**src/hw/serial_core_defines.svh**
```systemverilog
`ifndef SERIAL_CORE_DEFINES_SVH
`define SERIAL_CORE_DEFINES_SVH

// Word length of the RV32I datapath
`define SC_XLEN 32

// ALU result select codes
`define SC_ALU_RESULT_ADD  2'd0
`define SC_ALU_RESULT_LT   2'd2
`define SC_ALU_RESULT_BOOL 2'd3

// Major opcodes, instruction bits 6 to 2
`define SC_OPC_OPIMM  5'b00100
`define SC_OPC_OP     5'b01100
`define SC_OPC_BRANCH 5'b11000

`endif

```
**src/hw/serial_core_pkg.sv**
```systemverilog
`default_nettype none

package serial_core_pkg;

`include "serial_core_defines.svh"

   // Register-register layout
   typedef struct packed {
      logic [6:0] funct7;
      logic [4:0] rs2;
      logic [4:0] rs1;
      logic [2:0] funct3;
      logic [4:0] rd;
      logic [6:0] opcode;
   } rtype_t;

   // Store/branch layout with the immediate split around the source registers
   typedef struct packed {
      logic [6:0] imm_hi;
      logic [4:0] rs2;
      logic [4:0] rs1;
      logic [2:0] funct3;
      logic [4:0] imm_lo;
      logic [6:0] opcode;
   } stype_t;

   // One instruction word, two views
   typedef union packed {
      rtype_t rtype;
      stype_t stype;
   } instr_u;

   // Decoder to ALU controls
   typedef struct packed {
      logic       alu_sub;
      logic [1:0] alu_bool_op;
      logic       alu_cmp_eq;
      logic       alu_cmp_uns;
      logic [1:0] alu_rd_sel;
      logic       op_b_imm;
      logic       rd_alu_en;
      logic       branch_op;
      // Current immediate bit presented LSB first
      logic       imm;
   } dec_ctrl_t;

   // Completed instruction as seen at the top
   typedef struct packed {
      logic [4:0]          rd_addr;
      logic                rd_we;
      logic [`SC_XLEN-1:0] rd_data;
      logic                take_branch;
   } exec_result_t;

endpackage

`default_nettype wire

```
**src/hw/serial_alu.sv**
```systemverilog
`timescale 1ns/10ps
`default_nettype none

`include "serial_core_defines.svh"

module serial_alu
   import serial_core_pkg::*;
(
   input  wire                       clk,
   input  wire                       i_rst_n,
   input  wire                       i_load,
   input  wire  [`SC_XLEN-1:0]       i_rs1,
   input  wire  [`SC_XLEN-1:0]       i_rs2,
   input  wire  dec_ctrl_t           i_ctrl,
   input  wire                       i_cnt_en,
   input  wire                       i_last,
   output logic                      o_cmp,
   output logic [`SC_XLEN-1:0]       o_rd_data
);

   logic [`SC_XLEN-1:0] rs1_sr;
   logic [`SC_XLEN-1:0] rs2_sr;
   logic [`SC_XLEN-1:0] result;
   logic                carry;
   logic                borrow;
   logic                eq_r;
   logic                lt_r;
   logic                first;

   logic op_a;
   logic op_b;
   logic op_b_add;
   logic carry_in;
   logic sum;
   logic carry_next;
   logic borrow_next;
   logic lt_next;
   logic bool_bit;
   logic rd_bit;
   logic cmp_en;

   assign op_a = rs1_sr[0];
   assign op_b = i_ctrl.op_b_imm ? i_ctrl.imm : rs2_sr[0];

   // Two's complement subtract with a carry-in of one on bit 0
   assign op_b_add   = op_b ^ i_ctrl.alu_sub;
   assign carry_in   = carry | (first & i_ctrl.alu_sub);
   assign sum        = op_a ^ op_b_add ^ carry_in;
   assign carry_next = (op_a & op_b_add) | (carry_in & (op_a ^ op_b_add));

   // Separate rs1 - B borrow chain for the compares
   assign borrow_next = (~op_a & op_b) | (~(op_a ^ op_b) & borrow);
   // On the MSB a negative rs1 is less when the signs differ
   assign lt_next = (~i_ctrl.alu_cmp_uns & (op_a ^ op_b)) ? op_a : borrow_next;

   // xor, or, and from funct3[1:0]
   assign bool_bit = ((op_a ^ op_b) & ~i_ctrl.alu_bool_op[0]) |
                     (i_ctrl.alu_bool_op[1] & op_a & op_b);

   assign rd_bit = (i_ctrl.alu_rd_sel == `SC_ALU_RESULT_BOOL) ? bool_bit : sum;
   assign cmp_en = i_ctrl.branch_op | (i_ctrl.alu_rd_sel == `SC_ALU_RESULT_LT);

   always_ff @(posedge clk or negedge i_rst_n) begin
      if (!i_rst_n) begin
         carry  <= 1'b0;
         borrow <= 1'b0;
         eq_r   <= 1'b0;
         lt_r   <= 1'b0;
         first  <= 1'b0;
      end else if (i_load) begin
         carry  <= 1'b0;
         borrow <= 1'b0;
         eq_r   <= 1'b1;
         lt_r   <= 1'b0;
         first  <= 1'b1;
      end else if (i_cnt_en) begin
         first <= 1'b0;
         carry <= carry_next;
         if (cmp_en) begin
            borrow <= borrow_next;
            eq_r   <= eq_r & ~(op_a ^ op_b);
            lt_r   <= lt_next;
         end
      end
   end

   // Operand and result shifting LSB first
   always_ff @(posedge clk) begin
      if (i_load) begin
         rs1_sr <= i_rs1;
         rs2_sr <= i_rs2;
      end else if (i_cnt_en) begin
         rs1_sr <= {1'b0, rs1_sr[`SC_XLEN-1:1]};
         rs2_sr <= {1'b0, rs2_sr[`SC_XLEN-1:1]};
         if (i_ctrl.rd_alu_en) begin
            if (i_last && (i_ctrl.alu_rd_sel == `SC_ALU_RESULT_LT)) begin
               result <= {{(`SC_XLEN-1){1'b0}}, lt_next};
            end else begin
               result <= {rd_bit, result[`SC_XLEN-1:1]};
            end
         end
      end
   end

   assign o_cmp     = i_ctrl.alu_cmp_eq ? eq_r : lt_r;
   assign o_rd_data = result;

endmodule

`default_nettype wire

```
**src/hw/serial_decode.sv**
```systemverilog
`timescale 1ns/10ps
`default_nettype none

`include "serial_core_defines.svh"

module serial_decode
   import serial_core_pkg::*;
(
   input  wire       clk,
   input  wire       i_rst_n,
   // Instruction capture
   input  wire       i_wb_en,
   input  wire instr_u i_wb_rdt,
   // From state and ALU
   input  wire       i_cnt_en,
   input  wire       i_alu_cmp,
   // To ALU
   output dec_ctrl_t o_ctrl,
   // To top
   output logic [4:0] o_rd_addr,
   output logic       o_rd_we,
   output logic       o_take_branch
);

   logic [4:0]          opcode;
   logic [2:0]          funct3;
   logic                imm30;
   logic [4:0]          rd_addr;
   logic [1:0]          alu_rd_sel;
   logic [`SC_XLEN-1:0] imm_sr;

   logic [1:0]          next_rd_sel;
   logic [`SC_XLEN-1:0] next_imm;
   logic                is_op;
   logic                is_opimm;
   logic                is_branch;
   logic                wb_btype;
   logic                sign_bit;

   // Decode of the registered opcode
   assign is_op     = (opcode == `SC_OPC_OP);
   assign is_opimm  = (opcode == `SC_OPC_OPIMM);
   assign is_branch = (opcode == `SC_OPC_BRANCH);

   // Fields of the incoming word
   assign sign_bit = i_wb_rdt.rtype.funct7[6];
   assign wb_btype = (i_wb_rdt.rtype.opcode[6:2] == `SC_OPC_BRANCH);

   // B-type immediate from the split store view and I-type otherwise
   always_comb begin
      if (wb_btype) begin
         next_imm = {{19{sign_bit}},
                     sign_bit,
                     i_wb_rdt.stype.imm_lo[0],
                     i_wb_rdt.stype.imm_hi[5:0],
                     i_wb_rdt.stype.imm_lo[4:1],
                     1'b0};
      end else begin
         next_imm = {{21{sign_bit}},
                     i_wb_rdt.rtype.funct7[5:0],
                     i_wb_rdt.rtype.rs2};
      end
   end

   // Result select is taken straight from the incoming funct3 so that
   // it is already valid for bit 0
   always_comb begin
      casez (i_wb_rdt.rtype.funct3)
         3'b000:  next_rd_sel = `SC_ALU_RESULT_ADD;
         3'b01?:  next_rd_sel = `SC_ALU_RESULT_LT;
         3'b1??:  next_rd_sel = `SC_ALU_RESULT_BOOL;
         default: next_rd_sel = `SC_ALU_RESULT_ADD;
      endcase
   end

   // Major opcode of the captured word
   always_ff @(posedge clk or negedge i_rst_n) begin
      if (!i_rst_n) begin
         opcode <= 5'd0;
      end else if (i_wb_en) begin
         opcode <= i_wb_rdt.rtype.opcode[6:2];
      end
   end

   always_ff @(posedge clk) begin
      if (i_wb_en) begin
         funct3     <= i_wb_rdt.rtype.funct3;
         imm30      <= i_wb_rdt.rtype.funct7[5];
         rd_addr    <= i_wb_rdt.rtype.rd;
         alu_rd_sel <= next_rd_sel;
         imm_sr     <= next_imm;
      end else if (i_cnt_en) begin
         // Rotate right so the LSB comes out first
         imm_sr <= {imm_sr[0], imm_sr[`SC_XLEN-1:1]};
      end
   end

   always_comb begin
      // Only OP uses bit 30 as subtract
      o_ctrl.alu_sub     = is_op & imm30;
      o_ctrl.alu_bool_op = funct3[1:0];
      // beq/bne compare for equality
      o_ctrl.alu_cmp_eq  = (funct3[2:1] == 2'b00);
      // sltu, sltiu, bltu, bgeu
      o_ctrl.alu_cmp_uns = (funct3[0] & funct3[1]) | (funct3[1] & funct3[2]);
      o_ctrl.alu_rd_sel  = alu_rd_sel;
      o_ctrl.op_b_imm    = is_opimm;
      o_ctrl.rd_alu_en   = is_op | is_opimm;
      o_ctrl.branch_op   = is_branch;
      o_ctrl.imm         = imm_sr[0];
   end

   assign o_rd_addr = rd_addr;
   assign o_rd_we   = is_op | is_opimm;

   // bne, bge, bgeu take the branch on a false compare
   assign o_take_branch = is_branch & (i_alu_cmp ^ funct3[0]);

endmodule

`default_nettype wire

```
**src/hw/serial_exec_top.sv**
```systemverilog
`timescale 1ns/10ps
`default_nettype none

`include "serial_core_defines.svh"

module serial_exec_top
   import serial_core_pkg::*;
(
   input  wire                 clk,
   input  wire                 i_rst_n,
   input  wire                 i_wb_en,
   input  wire instr_u         i_wb_rdt,
   input  wire  [`SC_XLEN-1:0] i_rs1,
   input  wire  [`SC_XLEN-1:0] i_rs2,
   output logic                o_busy,
   output logic                o_done,
   output exec_result_t        o_result
);

   logic                start;
   logic                cnt_en;
   logic                last;
   dec_ctrl_t           ctrl;
   logic                alu_cmp;
   logic [`SC_XLEN-1:0] alu_rd_data;
   logic [4:0]          rd_addr;
   logic                rd_we;
   logic                take_branch;

   // Strobes during a running instruction are dropped
   assign start = i_wb_en & ~o_busy;

   serial_state u_state (
      .clk      (clk),
      .i_rst_n  (i_rst_n),
      .i_start  (start),
      .o_cnt_en (cnt_en),
      .o_last   (last),
      .o_done   (o_done),
      .o_busy   (o_busy)
   );

   serial_decode u_decode (
      .clk           (clk),
      .i_rst_n       (i_rst_n),
      .i_wb_en       (start),
      .i_wb_rdt      (i_wb_rdt),
      .i_cnt_en      (cnt_en),
      .i_alu_cmp     (alu_cmp),
      .o_ctrl        (ctrl),
      .o_rd_addr     (rd_addr),
      .o_rd_we       (rd_we),
      .o_take_branch (take_branch)
   );

   serial_alu u_alu (
      .clk       (clk),
      .i_rst_n   (i_rst_n),
      .i_load    (start),
      .i_rs1     (i_rs1),
      .i_rs2     (i_rs2),
      .i_ctrl    (ctrl),
      .i_cnt_en  (cnt_en),
      .i_last    (last),
      .o_cmp     (alu_cmp),
      .o_rd_data (alu_rd_data)
   );

   // Valid in the done cycle only
   assign o_result.rd_addr     = rd_addr;
   assign o_result.rd_we       = rd_we;
   assign o_result.rd_data     = alu_rd_data;
   assign o_result.take_branch = take_branch;

endmodule

`default_nettype wire

```
**src/hw/serial_state.sv**
```systemverilog
`timescale 1ns/10ps
`default_nettype none

`include "serial_core_defines.svh"

module serial_state (
   input  wire  clk,
   input  wire  i_rst_n,
   input  wire  i_start,
   output logic o_cnt_en,
   output logic o_last,
   output logic o_done,
   output logic o_busy
);

   localparam logic [4:0] LAST_CNT = 5'(`SC_XLEN - 1);

   logic       busy;
   logic       done_r;
   logic [4:0] cnt;

   // Counting runs while busy until the done cycle
   assign o_cnt_en = busy & ~done_r;
   assign o_last   = o_cnt_en & (cnt == LAST_CNT);
   assign o_done   = done_r;
   assign o_busy   = busy;

   always_ff @(posedge clk or negedge i_rst_n) begin
      if (!i_rst_n) begin
         busy   <= 1'b0;
         done_r <= 1'b0;
         cnt    <= 5'd0;
      end else begin
         done_r <= o_last;

         // Busy spans the count phase and the done cycle
         if (i_start) begin
            busy <= 1'b1;
         end else if (done_r) begin
            busy <= 1'b0;
         end

         // Wraps back to zero after the last bit
         if (i_start) begin
            cnt <= 5'd0;
         end else if (o_cnt_en) begin
            cnt <= cnt + 5'd1;
         end
      end
   end

endmodule

`default_nettype wire

```
**config.mk**
```make
export PLATFORM = sky130hd
export DESIGN_NAME = serial_exec_top
export DESIGN_NICKNAME = d
export VERILOG_FILES = /design/src/hw/serial_core_pkg.sv /design/src/hw/serial_alu.sv /design/src/hw/serial_decode.sv /design/src/hw/serial_exec_top.sv /design/src/hw/serial_state.sv
export VERILOG_INCLUDE_DIRS = /design/src /design/src/hw
export SDC_FILE = /design/constraint.sdc
export NUM_CORES = 1
export LEC_CHECK = 0
export BUFFER_PORTS_ARGS = -buffer_cell sky130_fd_sc_hd__buf_4
export CORE_UTILIZATION = 56
export CTS_BUF_LIST = sky130_fd_sc_hd__clkbuf_4
export DETAILED_ROUTE_END_ITERATION = 12
export PLACE_DENSITY = 0.88
export SLEW_MARGIN = 20
export SYNTH_ARGS = -nofsm -noshare
export SYNTH_HDL_FRONTEND = slang
export SYNTH_SLANG_ARGS = --single-unit
```
**constraint.sdc**
```tcl
create_clock -name clk -period 3.7 [get_ports clk]
set_input_delay 0.74 -clock clk [delete_from_list [all_inputs] [get_ports clk]]
set_output_delay 0.74 -clock clk [all_outputs]
set_load 0.02 [all_outputs]
```
# After elaboration in Yosys (flattened, before gate mapping)

Cells that the tools add are included.

Output and inout port bits: 41
Logic and storage cells: 100
Register bits after elaboration: 156
Input bits: 99

Equal/unequal tests: 8
Reductions and logical operators: 7
$add $sub $neg: 1
Muxes and demuxes: 30
Bitwise gates (word level): 36

Operators by type and width:

| operator              | number |
|---|---|
| $mux W32              | 6 |
| $mux W1               | 20 |
| $and A1 B1 Y1         | 17 |
| $eq A5 B5 Y1 const B  | 3 |
| $mux W12              | 1 |
| $mux W5               | 2 |
| $not A1 Y1            | 7 |
| $or A1 B1 Y1          | 7 |
| $reduce_bool A2 Y1    | 3 |
| $add A5 B1 Y5 const B | 1 |
| $eq A5 B3 Y1 const B  | 1 |
| $eq A5 B4 Y1 const B  | 1 |
| $xor A1 B1 Y1         | 5 |
| $eq A2 B2 Y1 const B  | 2 |
| $pmux W2 S2           | 1 |
| $reduce_and A3 Y1     | 1 |
| $eq A2 B1 Y1 const B  | 1 |
| $logic_not A2 Y1      | 1 |
| $reduce_and A2 Y1     | 1 |
| $logic_and A1 B1 Y1   | 1 |

# Logic depth before layout (Yosys ltp)

Depth after elaboration: 10
Depth in mapped cells: 8
Gate-level depth less buffers: 8

# Modules after synthesis

From an unflattened synthesis, not the netlist that was laid out.

Cell total of the unflattened synthesis: 428
Area, all modules: 6628.9 um^2

Modules (own cells, without submodules):

| module          | times used | seq. area each (um^2) | cells each | area each (um^2) |
|---|---|---|---|---|
| serial_alu      | 1          | 3007.9                | 243        | 4252.8 |
| serial_decode   | 1          | 1416.4                | 153        | 2030.7 |
| serial_state    | 1          | 175.2                 | 29         | 316.6 |
| serial_exec_top | 1          | 0.0                   | 3          | 28.8 |

# Worst setup path before layout

No wires, ideal clock.

Path kind: in2reg
Start point: input port i_wb_en
End point: register u_alu.rs1_sr[0] (enable)
Buffers on the path: 1
Cell stages on the path: 5
Data arrival time: 3.011 ns
Data required time: 3.250 ns
Setup time: 0.450 ns
Path slack: 0.240 ns
Path through: nand2b_1 > buf_2 > inv_2 > nor2_1 > inv_1

Longest elaborated chain between the ends: 2

Ends and longest elaborated chain:

| what                         | line                  | source |
|---|---|---|
| from (decl)                  | serial_exec_top.sv:11 | `input wire i_wb_en,` |
| $and A1 B1 Y1                | serial_exec_top.sv:31 | `assign start = i_wb_en & ~o_busy;` |
| $reduce_bool A2 Y1 (no line) | -                     |  |
| to (signal assigned)         | serial_alu.sv:90      | `rs1_sr <= i_rs1;` |
| to (signal assigned)         | serial_alu.sv:93      | `` rs1_sr <= {1'b0, rs1_sr[`SC_XLEN-1:1]}; `` |
| to (decl)                    | serial_alu.sv:21      | `` logic [`SC_XLEN-1:0] rs1_sr; `` |

Every way passes these cells.
A chain may end at the register's enable or synchronous reset.

# Final worst setup path

Start point: register u_decode.opcode[1]
End point: register u_alu.result[0], in the netlist u_alu.o_rd_data[0] (data pin)

Longest elaborated chain between the ends: 8
Elaborated cells on any way between the ends: 10
Those cells by class: 1 x eq/ne; 3 x mux; 6 x bitwise

Ends and longest elaborated chain:

| what                     | line                               | source |
|---|---|---|
| from (decl)              | serial_decode.sv:25                | `logic [4:0] opcode;` |
| from (signal assigned)   | serial_decode.sv:81                | `opcode <= i_wb_rdt.rtype.opcode[6:2];` |
| $eq A5 B3 Y1 (no line) * | -                                  |  |
| $mux W1 *                | serial_alu.sv:43                   | `assign op_b = i_ctrl.op_b_imm ? i_ctrl.imm : rs2_sr[0];` |
| $xor A1 B1 Y1            | serial_alu.sv:52, serial_alu.sv:54 |  |
| $not A1 Y1               | serial_alu.sv:52                   | `assign borrow_next = (~op_a & op_b) \| (~(op_a ^ op_b) & borrow);` |
| $and A1 B1 Y1            | serial_alu.sv:52                   |  |
| $or A1 B1 Y1             | serial_alu.sv:52                   |  |
| $mux W1 *                | serial_alu.sv:54                   | `assign lt_next = (~i_ctrl.alu_cmp_uns & (op_a ^ op_b)) ? op_a : borrow_next;` |
| $mux W1 *                | serial_alu.sv:96                   | `` if (i_last && (i_ctrl.alu_rd_sel == `SC_ALU_RESULT_LT)) begin `` |
| to (signal assigned)     | serial_alu.sv:97                   | `` result <= {{(`SC_XLEN-1){1'b0}}, lt_next}; `` |
| to (signal assigned)     | serial_alu.sv:99                   | `` result <= {rd_bit, result[`SC_XLEN-1:1]}; `` |
| to (decl)                | serial_alu.sv:23                   | `` logic [`SC_XLEN-1:0] result; `` |

Mark *: on every way between the ends. The rest lies on a longest branch, timed or not.

==> run_results.csv <==
group,metric,value,unit
detailed_routing,drc,0,
cts,clk_path_buf_depth,2,
sta,final.min_clock_period,2780,ps
sta,fin_tns_setup,0,ps
detailed_routing,vias_per_cell,5.18,
power,leakagePower,3.56,nW
finish,fin_nets,791,
die,start_util,0.587,
finish,drive_gt1_frac,0.250,
sta,max_freq,0.359,GHz
yosys,synthArstFlopShare,0.109,
finish,finalInstanceArea,0.00782,mm^2
detailed_routing,first_pass_iters,5,
power,vdd.ir_drop.worst,0.359,mV
die,dieHeight,110,um
outcome,outcome,"finished clean",
sta,setup_viol,0,
yosys,yosysWarnings,0,
die,fp.dieW,110,um
critical_path,cp-start-kind,"flip-flop",
grt,grt_pass1_wl,19400,um
die,dieArea,0.0120,mm^2
grt,global_route.overflow_total,0,
grt,grt_pass1_vias,4249,
yosys,yosysTopAreaCellShare,0.645,
finish,area.growth.synth_to_final,20.8,%
yosys,synth_seq_cells,156,
die,num_io_pins,140,
sta,setup_ws,917,ps
cts,ctsResizeCount,0,
power,p_per_area,765,mW/mm^2
cts,cts.htree.levels,4,
cts,ctsHoldBuffers,0,
critical_path,crit_type,"reg -> reg",
cts,cts_root_buf,"clkbuf_4",
critical_path,cp.required,3960,ps
sta,rsz0062_at_grt,"no",
detailed_routing,drt-total-wl,12100,um
finish,num_antenna_cells,0,
yosys,synth_cells,563,
cts,cts_tree,"built",
grt,grt_max_degree,109,
cts,cts_buffers,17,
critical_path,critical_path.endpoint_type,"flip-flop",
placed_design,port_buffers,132,
sta,fin_skew,23.3,ps
finish,fillers,795,
yosys,synth_top_cells_by_area,"edfxtp_1 64%, nand2_1 16%, dfrtp_1 6.6%",
detailed_routing,drt-initial-drc-count,250,
detailed_routing,vias,4357,
yosys,yosysMostFrequentCell,"nand2_1",
cts,cts_setup_buffers,0,
grt,grt.total_usage,0.216,
critical_path,critPathMaxFanout,4,
yosys,synth.distinct_cells,33,
cts,cts.sink_count,156,
placed_design,hpwlAfterDp,7980,um
cts,clk_latency,510,ps
yosys,yosysTopAreaCell,"edfxtp_1",
power,total_power,5.98,mW
die,rows,38,
yosys,ys.flop_type,"edfxtp_1",
detailed_routing,ant_nets,0,
critical_path,r2r_start,"u_decode.opcode[1]",
grt,grt_antenna_before_repair,0,
die,design.core.area,0.0110,mm^2
sta,maxSlewHeadroom,0.339,
yosys,ys_seq_area_frac,0.710,
yosys,avgSynthCellArea,11.5,um^2
yosys,synth_nets,666,
placed_design,post_dp_cell_area,0.00755,mm^2
sta,final_max_slew_viol_count,0,
yosys,synth_edf_count,139,
detailed_routing,wire_per_inst,14.3,um
yosys,syn_area,0.00647,mm^2
placed_design,place_ws,847,ps
run,cap_viol_max_count,0,
placed_design,gp_congestion,0.778,
sta,hold_viol,0,
sta,tightestPinTransition,991,ps
critical_path,critPathLaunch,"u_decode.opcode[1]",
finish,utilization,0.709,
yosys,synth_common_cells,"276 x nand2_1, 139 x edfxtp_1, 32 x nor2b_1",
cts,clkTransAtPathRegs,130,ps
sta,period_share,0.752,
critical_path,worstPathArrival,3040,ps
worst_hold_path,min_path_type,"in -> async",
logic make-up after synthesis:
| kind of cell | share of synthesized area |
|---|---|
| XOR/XNOR | 0.00271 |
| adder cells (fa/ha/maj) | 0.00889 |
| flip-flops | 0.710 |
| AO/OA/AOI/OAI | 0.0197 |
| AND/OR/NAND/NOR | 0.218 |
| buffers and inverters | 0.0226 |
| multiplexers | 0.0174 |
per-layer routing:
metal / up-vias / track usage / routed length [um]
li1: 2125 / - / -
met1: 2076 / 0.289 / 5200
met2: 144 / 0.350 / 6040
met3: 12 / 0.0504 / 708
met4: 0 / 0.0724 / 120
met5: - / 0 / 0
critical path, stage by stage, from the launching register on:
cell and delay [ps]:
dfrtp_1 430, or4b_4 590, nor2_4 130, mux2_2 370
ha_1 350, mux2_2 350, o21ai_0 210, mux2i_1 110
worst paths after layout:
check                                        end  slack (ps)  cells after the start
max in group asynchronous            u_alu.first        3440                      1
min in group clk           u_decode.o_rd_addr[4]         390                      1
max                           u_alu.o_rd_data[0]         920                      7
max reg2reg                   u_alu.o_rd_data[0]         920                      7
min reg2reg                           u_alu.eq_r         500                      1
min                               u_state.cnt[1]          60                      1
where the power goes:
| group | switching, mW | leakage [nW] | internal, mW |
|---|---|---|---|
| Combinational | 1.09 | 1.78 | 0.633 |
| Clock | 0.572 | 0.145 | 0.408 |
| Sequential | 0.280 | 1.64 | 3.00 |
final cells by class:
cell class,count,area (um^2),share of cell area
Clock inverter,13,124,0.0158
Clock buffer,19,143,0.0182
Multi-Input combinational cell,372,1740,0.222
Inverter,6,27.5,0.00352
Timing Repair Buffer,135,1010,0.130
Tap cell,140,175,0.0224
Sequential cell,156,4600,0.588
layout by cell type (no fill, tap or decap), types with 3 or more instances in the layout:
cell type    n
edfxtp_1   139
ha_1         3
and2_1       3
nand3_1      3
nand2_1    276
clkbuf_4    19
dfrtp_1     17
clkinv_1     3
nor2_1       5
and3_1       3
buf_4      135
mux2i_1      9
clkinv_2     4
o21ai_0     13
a22o_1       3
nor2b_1     32
inv_1        4
through the flow:
| step | hold WS [ps] | std cells |
|---|---|---|
| 4_1_cts | 19.9 | 841 |
| 3_5_place_dp | 474 | 809 |
| 3_3_place_gp | 462 | 809 |
| 5_1_grt | 23.2 | 841 |
| 6_report | 62.3 | 841 |
| 2_1_floorplan | 444 | 563 |
state kept, by name, summed over array words and instances, names as in the netlist:
name	count
u_decode.imm30	1
u_state.cnt	5
u_decode.alu_rd_sel	2
u_state.o_done	1
u_alu.first	1
u_decode.imm_sr	32
u_alu.rs2_sr	32
u_alu.borrow	1
u_decode.opcode	5
u_state.o_busy	1
u_decode.o_rd_addr	5
u_alu.o_rd_data	32
u_alu.lt_r	1
u_alu.eq_r	1
u_alu.carry	1
u_alu.rs1_sr	32
u_decode.funct3	3
No activity file was read; power rests on OpenSTA's default activity.
